File: config.mk
export PLATFORM = sky130hd
export DESIGN_NAME = text_display
export DESIGN_NICKNAME = d
export VERILOG_FILES = /design/src/hw/video_pkg.sv /design/src/hw/video_timing_if.sv /design/src/hw/video_timing.sv /design/src/hw/text_fetch.sv /design/src/hw/glyph_fifo.sv /design/src/hw/pixel_shifter.sv /design/src/hw/text_display.sv
export VERILOG_INCLUDE_DIRS = /design/src /design/src/hw
export SDC_FILE = /design/constraint.sdc
export NUM_CORES = 1
export LEC_CHECK = 0
export BUFFER_PORTS_ARGS = -buffer_cell sky130_fd_sc_hd__buf_2
export CORE_ASPECT_RATIO = 1.25
export CORE_MARGIN = 2
export CORE_UTILIZATION = 59
export DETAILED_ROUTE_END_ITERATION = 16
export GPL_ROUTABILITY_DRIVEN = 0
export GPL_TIMING_DRIVEN = 0
export PLACE_DENSITY = 0.89
export SLEW_MARGIN = 30
export SYNTH_ARGS = -nofsm -noshare
export SYNTH_HDL_FRONTEND = slang
export SYNTH_HIERARCHICAL = 1
export SYNTH_SLANG_ARGS = --single-unit
File: constraint.sdc
create_clock -name vga_clk -period 3.3 [get_ports vga_clk]
set_input_delay 0.99 -clock vga_clk [delete_from_list [all_inputs] [get_ports vga_clk]]
set_output_delay 0.99 -clock vga_clk [all_outputs]
set_load 0.02 [all_outputs]
File: src/hw/video_defs.svh
`ifndef VIDEO_DEFS_SVH
`define VIDEO_DEFS_SVH

// --------------------
// 800x600 at 40 MHz, horizontal in pixels
`define H_SYNC 128
`define H_BACK 88
`define H_ACTIVE 800
`define H_FRONT 40
`define H_TOTAL 1056

// vertical in lines
`define V_SYNC 4
`define V_BACK 23
`define V_ACTIVE 600
`define V_FRONT 1
`define V_TOTAL 628

// fetcher starts this many pixels before active video
`define FETCH_LEAD 8

// --------------------
// text row in memory and fixed colours (RGB565)
`define TEXT_BASE 16
`define TEXT_COLS 16
`define FG_COLOR 16'b10011_100111_10011
`define BG_COLOR 16'b00000_000111_01011

`endif

File: src/hw/video_pkg.sv
`default_nettype none

package video_pkg;

	// one RGB565 pixel, r in the top bits
	typedef struct packed {
		logic [4:0] r;
		logic [5:0] g;
		logic [4:0] b;
	} rgb_t;

	// font row, bit 7 is the leftmost pixel
	typedef logic [7:0] glyph_row_t;

	// raster counters
	typedef logic [10:0] hcount_t;
	typedef logic [9:0] vcount_t;

	// scanline inside an 8-line character
	typedef logic [2:0] char_scan_t;

endpackage

`default_nettype wire

File: src/hw/video_timing_if.sv
`timescale 1ns/100ps
`default_nettype none

interface video_timing_if;

	logic hs;
	logic vs;
	logic de;
	logic line_start;
	logic fetch_en;
	video_pkg::char_scan_t char_scan;

	// raster generator drives everything
	modport source (
		output hs, vs, de, line_start, fetch_en, char_scan
	);

	// text fetcher only needs line and scanline info
	modport fetch (
		input line_start, fetch_en, char_scan
	);

	// pixel side re-registers sync with the pixels
	modport pixel (
		input hs, vs, de
	);

endinterface

`default_nettype wire

File: src/hw/video_timing.sv
`timescale 1ns/100ps
`default_nettype none

`include "video_defs.svh"

module video_timing (
	input logic vga_clk,
	input logic reset_n,
	video_timing_if.source tim
);

	localparam int H_DE_START = `H_SYNC + `H_BACK;
	localparam int H_DE_END = H_DE_START + `H_ACTIVE;
	localparam int V_DE_START = `V_SYNC + `V_BACK;
	localparam int V_DE_END = V_DE_START + `V_ACTIVE;

	video_pkg::hcount_t h_cnt;
	video_pkg::vcount_t v_cnt;
	logic v_active;
	logic h_active;
	logic h_fetch;
	logic line_end;

	// --------------------
	// pixel and line counters
	always_ff @(posedge vga_clk) begin
		if (!reset_n) begin
			h_cnt <= '0;
			v_cnt <= '0;
		end else if (line_end) begin
			h_cnt <= '0;
			v_cnt <= (v_cnt == `V_TOTAL - 1) ? '0 : v_cnt + 1'b1;
		end else begin
			h_cnt <= h_cnt + 1'b1;
		end
	end

	assign line_end = (h_cnt == `H_TOTAL - 1);
	assign v_active = (v_cnt >= V_DE_START) && (v_cnt < V_DE_END);
	assign h_active = (h_cnt >= H_DE_START) && (h_cnt < H_DE_END);
	// fetch window opens early so the FIFO holds a row at the first pixel
	assign h_fetch = (h_cnt >= H_DE_START - `FETCH_LEAD) && (h_cnt < H_DE_END);

	// --------------------
	// registered decode, all outputs lag the counters by one clock
	always_ff @(posedge vga_clk) begin
		if (!reset_n) begin
			tim.hs <= 1'b1;
			tim.vs <= 1'b1;
			tim.de <= 1'b0;
			tim.line_start <= 1'b0;
			tim.fetch_en <= 1'b0;
			tim.char_scan <= '0;
		end else begin
			tim.hs <= !(h_cnt < `H_SYNC);
			tim.vs <= !(v_cnt < `V_SYNC);
			tim.de <= h_active && v_active;
			tim.line_start <= (h_cnt == '0);
			tim.fetch_en <= h_fetch && v_active;
			// scanline restarts each frame, steps after every active line
			if (v_cnt == '0)
				tim.char_scan <= '0;
			else if (line_end && v_active)
				tim.char_scan <= tim.char_scan + 1'b1;
		end
	end

endmodule

`default_nettype wire

File: src/hw/text_fetch.sv
`timescale 1ns/100ps
`default_nettype none

`include "video_defs.svh"

module text_fetch (
	input logic vga_clk,
	input logic reset_n,
	video_timing_if.fetch tim,
	output logic [10:0] addr,
	input logic [7:0] data,
	input logic full,
	output logic push,
	output video_pkg::glyph_row_t push_row
);

	typedef enum logic [1:0] {
		S_TEXT,
		S_CODE,
		S_FONT,
		S_PUSH
	} state_t;

	state_t state;
	logic [3:0] col;
	logic [7:0] code_q;
	logic load_code;
	logic load_row;

	assign load_code = tim.fetch_en && (state == S_CODE);
	assign load_row = tim.fetch_en && (state == S_PUSH) && !full;

	// text address while reading the code, font address while reading the row
	// memory answers one clock later so each address is held two states
	always_comb begin
		if (state == S_TEXT || state == S_CODE)
			addr = 11'(`TEXT_BASE) + 11'(col);
		else
			addr = {code_q, tim.char_scan};
	end

	// --------------------
	// fetch FSM, one glyph row every 4 clocks
	always_ff @(posedge vga_clk) begin
		if (!reset_n) begin
			state <= S_TEXT;
			col <= '0;
			push <= 1'b0;
		end else if (tim.line_start) begin
			state <= S_TEXT;
			col <= '0;
			push <= 1'b0;
		end else begin
			push <= 1'b0;
			if (tim.fetch_en) begin
				case (state)
					S_TEXT: state <= S_CODE;
					S_CODE: state <= S_FONT;
					S_FONT: state <= S_PUSH;
					S_PUSH: begin
						// wait here while the FIFO is full
						if (!full) begin
							push <= 1'b1;
							col <= (col == `TEXT_COLS - 1) ? '0 : col + 1'b1;
							state <= S_TEXT;
						end
					end
					default: state <= S_TEXT;
				endcase
			end
		end
	end

	// captured bytes
	always_ff @(posedge vga_clk) begin
		if (load_code)
			code_q <= data;
		if (load_row)
			push_row <= data;
	end

endmodule

`default_nettype wire

File: src/hw/glyph_fifo.sv
`timescale 1ns/100ps
`default_nettype none

module glyph_fifo (
	input logic vga_clk,
	input logic reset_n,
	input logic flush,
	input logic push,
	input video_pkg::glyph_row_t push_row,
	input logic pop,
	output video_pkg::glyph_row_t pop_row,
	output logic full,
	output logic empty
);

	localparam int DEPTH = 4;

	video_pkg::glyph_row_t mem [DEPTH];
	logic [1:0] wr_ptr;
	logic [1:0] rd_ptr;
	logic [2:0] count;
	logic do_push;
	logic do_pop;

	assign do_push = push && !full;
	assign do_pop = pop && !empty;

	// pointers wrap naturally at 4
	always_ff @(posedge vga_clk) begin
		if (!reset_n || flush) begin
			wr_ptr <= '0;
			rd_ptr <= '0;
			count <= '0;
		end else begin
			if (do_push)
				wr_ptr <= wr_ptr + 1'b1;
			if (do_pop)
				rd_ptr <= rd_ptr + 1'b1;
			case ({do_push, do_pop})
				2'b10: count <= count + 1'b1;
				2'b01: count <= count - 1'b1;
				default: count <= count;
			endcase
		end
	end

	always_ff @(posedge vga_clk) begin
		if (do_push)
			mem[wr_ptr] <= push_row;
	end

	assign pop_row = mem[rd_ptr];
	assign full = (count == DEPTH);
	assign empty = (count == '0);

endmodule

`default_nettype wire

File: src/hw/pixel_shifter.sv
`timescale 1ns/100ps
`default_nettype none

`include "video_defs.svh"

module pixel_shifter (
	input logic vga_clk,
	input logic reset_n,
	video_timing_if.pixel tim,
	input video_pkg::glyph_row_t pop_row,
	input logic empty,
	output logic pop,
	output logic vga_hs,
	output logic vga_vs,
	output logic [4:0] vga_r,
	output logic [5:0] vga_g,
	output logic [4:0] vga_b
);

	logic [2:0] pix_cnt;
	logic load;
	video_pkg::glyph_row_t shift_q;
	video_pkg::glyph_row_t cur_row;
	video_pkg::rgb_t rgb_q;

	// new row at every eighth pixel, taken straight from the FIFO head
	assign load = tim.de && (pix_cnt == 3'd0);
	assign pop = load && !empty;
	assign cur_row = (pix_cnt == 3'd0) ? pop_row : shift_q;

	// --------------------
	// output registers, one clock behind the raster
	always_ff @(posedge vga_clk) begin
		if (!reset_n) begin
			vga_hs <= 1'b1;
			vga_vs <= 1'b1;
			rgb_q <= '0;
			pix_cnt <= '0;
		end else begin
			vga_hs <= tim.hs;
			vga_vs <= tim.vs;
			if (tim.de) begin
				rgb_q <= cur_row[7] ? `FG_COLOR : `BG_COLOR;
				pix_cnt <= pix_cnt + 1'b1;
			end else begin
				rgb_q <= '0;
				pix_cnt <= '0;
			end
		end
	end

	// msb first
	always_ff @(posedge vga_clk) begin
		if (tim.de)
			shift_q <= {cur_row[6:0], 1'b0};
	end

	assign vga_r = rgb_q.r;
	assign vga_g = rgb_q.g;
	assign vga_b = rgb_q.b;

endmodule

`default_nettype wire

File: src/hw/text_display.sv
`timescale 1ns/100ps
`default_nettype none

module text_display (
	input logic vga_clk,
	input logic reset_n,
	output logic vga_hs,
	output logic vga_vs,
	output logic [4:0] vga_r,
	output logic [5:0] vga_g,
	output logic [4:0] vga_b,
	output logic [10:0] addr_out,
	input logic [7:0] data_in
);

	logic fifo_full;
	logic fifo_empty;
	logic push;
	logic pop;
	video_pkg::glyph_row_t push_row;
	video_pkg::glyph_row_t pop_row;

	video_timing_if tim_if ();

	video_timing u_timing (
		.vga_clk (vga_clk),
		.reset_n (reset_n),
		.tim (tim_if.source)
	);

	// --------------------
	// producer, buffer, consumer
	text_fetch u_fetch (
		.vga_clk (vga_clk),
		.reset_n (reset_n),
		.tim (tim_if.fetch),
		.addr (addr_out),
		.data (data_in),
		.full (fifo_full),
		.push (push),
		.push_row (push_row)
	);

	// leftover rows are dropped at every line start
	glyph_fifo u_fifo (
		.vga_clk (vga_clk),
		.reset_n (reset_n),
		.flush (tim_if.line_start),
		.push (push),
		.push_row (push_row),
		.pop (pop),
		.pop_row (pop_row),
		.full (fifo_full),
		.empty (fifo_empty)
	);

	pixel_shifter u_shifter (
		.vga_clk (vga_clk),
		.reset_n (reset_n),
		.tim (tim_if.pixel),
		.pop_row (pop_row),
		.empty (fifo_empty),
		.pop (pop),
		.vga_hs (vga_hs),
		.vga_vs (vga_vs),
		.vga_r (vga_r),
		.vga_g (vga_g),
		.vga_b (vga_b)
	);

endmodule

`default_nettype wire

==> summary.txt <==
Port Buf Inserts = 33
Async SR Flop Fraction = 0%
Reg2Reg Depth = 13
Area of the multi-input gates = 1680 um2
Top_reg_cell synth = edfxtp_1
Critical path endpoint category = primary output
Diode count = 0
Hold_buf cts = 0
#FFs+latches synth = 108
Final hold viol count = 0
Period utilisation layout = 87.8%
Unrepaired setup endpoints after global routing = false
Vias in the first global route = 2774
Post-synth EDFFs = 55
Remaining DRCs = 0
Req. time, crit path = 2.31 ns
Fill cells = 566
CP Class = reg -> out
Setup tns final = 0 ns
Die Width = 83.0 um
FP Rows = 36
H-tree level count = 3
Fmax = 345 MHz
Clk sinks = 108
Initial DRC count = 154
Worst skew pair latency = 0.36 ns
Max Slew Vio Count = 0
Hold-critical path depth = 1
Post-cts sizing count = 0
CTS tree = yes
Status = finished clean
Layout cells sized above 1 = 23.5%
First-pass GRT wire length = 13000 um
Final ANT Viol Nets = 0
Max Clock Skew = 0.0110 ns
Largest net degree at the start of global routing = 19
Pwr/cell area = 438 nW/um2
Largest stage delay on the critical path = 0.42 ns
Grt ovf = 0
Tmin final = 2.90 ns
Crit-path most repeated cell = buf_2
Hold Path Class = reg -> reg
Worst Tran Pin Value = 0.574 ns
DR WL/cell = 15.7 um
Root buf cell = clkbuf_8
Area grow syn2layout = 10.8%
Synth Instances = 372
Leakage = 1.99 nW
Antenna violations before repair = 0
Max-cap viol count = 0
CORE AREA = 7700 um2
Die area = 8540 um2
Worst-path fanout max = 10
Clock tree buffer depth = 2
Worst-path clk slew = 0.10 ns
Avg Inst Size Synth = 12.4 um2
Num CTS Buffers = 9
Top Ports = 39
Nets = 448
Via density per instance = 5.50
TritonRoute pass-1 iters = 5
Tot Pwr = 2.24 mW
Final Routed Wirelength = 8160 um
Yosys warns = 6
DIE HEIGHT = 103 um
Cell Chain, Critical Path = buf_2 > inv_1 > ha_1 > nor3b_1 > buf_2
Crit path max-delay cell type = dfxtp_1
# Post-CTS Setup Buffers = 0
Initial Util = 59.8%
Crit path DAT = 1.91 ns
Dpl hpwl = 5740 um
Via count = 2858
Seq/Total Area, Yosys = 58.9%
FF+latch area = 2710 um2
Distinct cells, synth = 54
# setup viols final = 0
R2r setup slk = 0.72 ns
Peak VDD IR = 0.233 mV
CP Launch Type = register
Cell Area, Synth = 4610 um2
GR Util All Layers = 19.6%
Slew margin rel. = 61.4%
## metal layers
layer | routed length (um) | global-route usage (%) | vias to the layer above
met2 | 4520 | 37.6 | 74
met1 | 3190 | 22.2 | 1388
met4 | 105 | 6.81 | 0
met5 | 0 | 0 | -
met3 | 343 | 3.44 | 9
li1 | - | - | 1387
## report_power, final
| part | switching [mW] | total [mW] | internal, mW |
|---|---|---|---|
| Clock | 0.426 | 0.783 | 0.356 |
| Combinational | 0.0270 | 0.0444 | 0.0174 |
| Sequential | 0.00418 | 1.41 | 1.40 |
| Total | 0.457 | 2.24 | 1.78 |
## synthesized netlist by cell type, types with 8 or more instances
library cell	n	area, um2
ha_1	17	213
mux4_2	8	180
nand2_1	19	71.3
xor2_1	12	105
and2_1	14	87.6
o21ai_0	10	50.1
buf_4	13	97.6
a21oi_1	11	55.1
edfxtp_1	55	1650
mux2_2	10	113
nor2_1	30	113
xnor2_1	8	70.1
dfxtp_1	53	1060
inv_1	21	78.8
## layout make-up
class,instances,share of cell area [%]
clock inverters,7,1.47
clock buffers,9,2.43
well taps,95,2.33
multi-input cells,224,32.8
flip-flops and latches,108,53.1
repair buffers,33,3.24
plain buffers,22,2.94
inverters,22,1.64
## registers in the layout (all words and copies together) (netlist names), 2 cells and up, named ones only
register,count
u_fifo/mem,32
u_timing/h_cnt,11
u_timing/v_cnt,10
u_fetch/code_q,8
u_fetch/push_row,8
u_shifter/shift_q,7
u_fetch/col,4
u_fifo/count,3
u_shifter/pix_cnt,3
u_timing/tim.char_scan,3
u_fetch/state,2
u_fifo/rd_ptr,2
u_fifo/wr_ptr,2
## cell families (layout without fill, tap and decap cells)
family / after synthesis / after routing / synth area share [%]
AO/OA/AOI/OAI: 34 / 34 / 4.62
other: 1 / 5 / 0.0814
XOR/XNOR: 20 / 20 / 3.80
AND/OR/NAND/NOR: 125 / 125 / 15.3
adder cells (fa/ha/maj): 18 / 18 / 5.05
flip-flops: 108 / 108 / 58.9
multiplexers: 22 / 22 / 7.22
buffers and inverters: 44 / 93 / 5.08
## critical path: cells and delay by family (launching register included)
family / cells / cell delay, ns
buf+inv: 3 / 0.63
flops: 1 / 0.42
simple gates: 1 / 0.29
fa+ha+maj: 1 / 0.21
## cells in the final DEF, fill, tap and decap left out, drive strengths merged, types with 5 or more instances in the layout
master,n
mux4,8
nand2,19
o21ai,11
dfxtp,53
xor2,12
conb,5
nand3,7
buf,51
clkbuf,13
nand4,7
nor4,5
or3,8
a21oi,11
edfxtp,55
nand2b,7
ha,17
nor2,30
and2,19
inv,23
xnor2,8
nor3,6
mux2,10
## stage by stage
stage	hold slack (ns)	std cells	utilization [%]	worst slack, ns	cell area [um2]
floorplan	0.386	376	-	0.930	4620
global placement	0.391	504	63.7	0.795	4910
detailed placement	0.396	504	63.7	0.731	4910
CTS	0.421	520	66.3	0.399	5100
global route	0.444	520	66.3	0.314	5100
finish	0.416	520	66.3	0.404	5100
## final timing paths
path / to / start
setup / recovery: addr_out[10] / u_fetch/state[1]
hold reg to reg: u_shifter/vga_hs / u_timing/tim.hs
hold / removal: u_shifter/vga_hs / u_timing/tim.hs
setup reg to reg: u_fifo/count[2] / u_shifter/pix_cnt[0]
(Power assumes the default switching activity.)
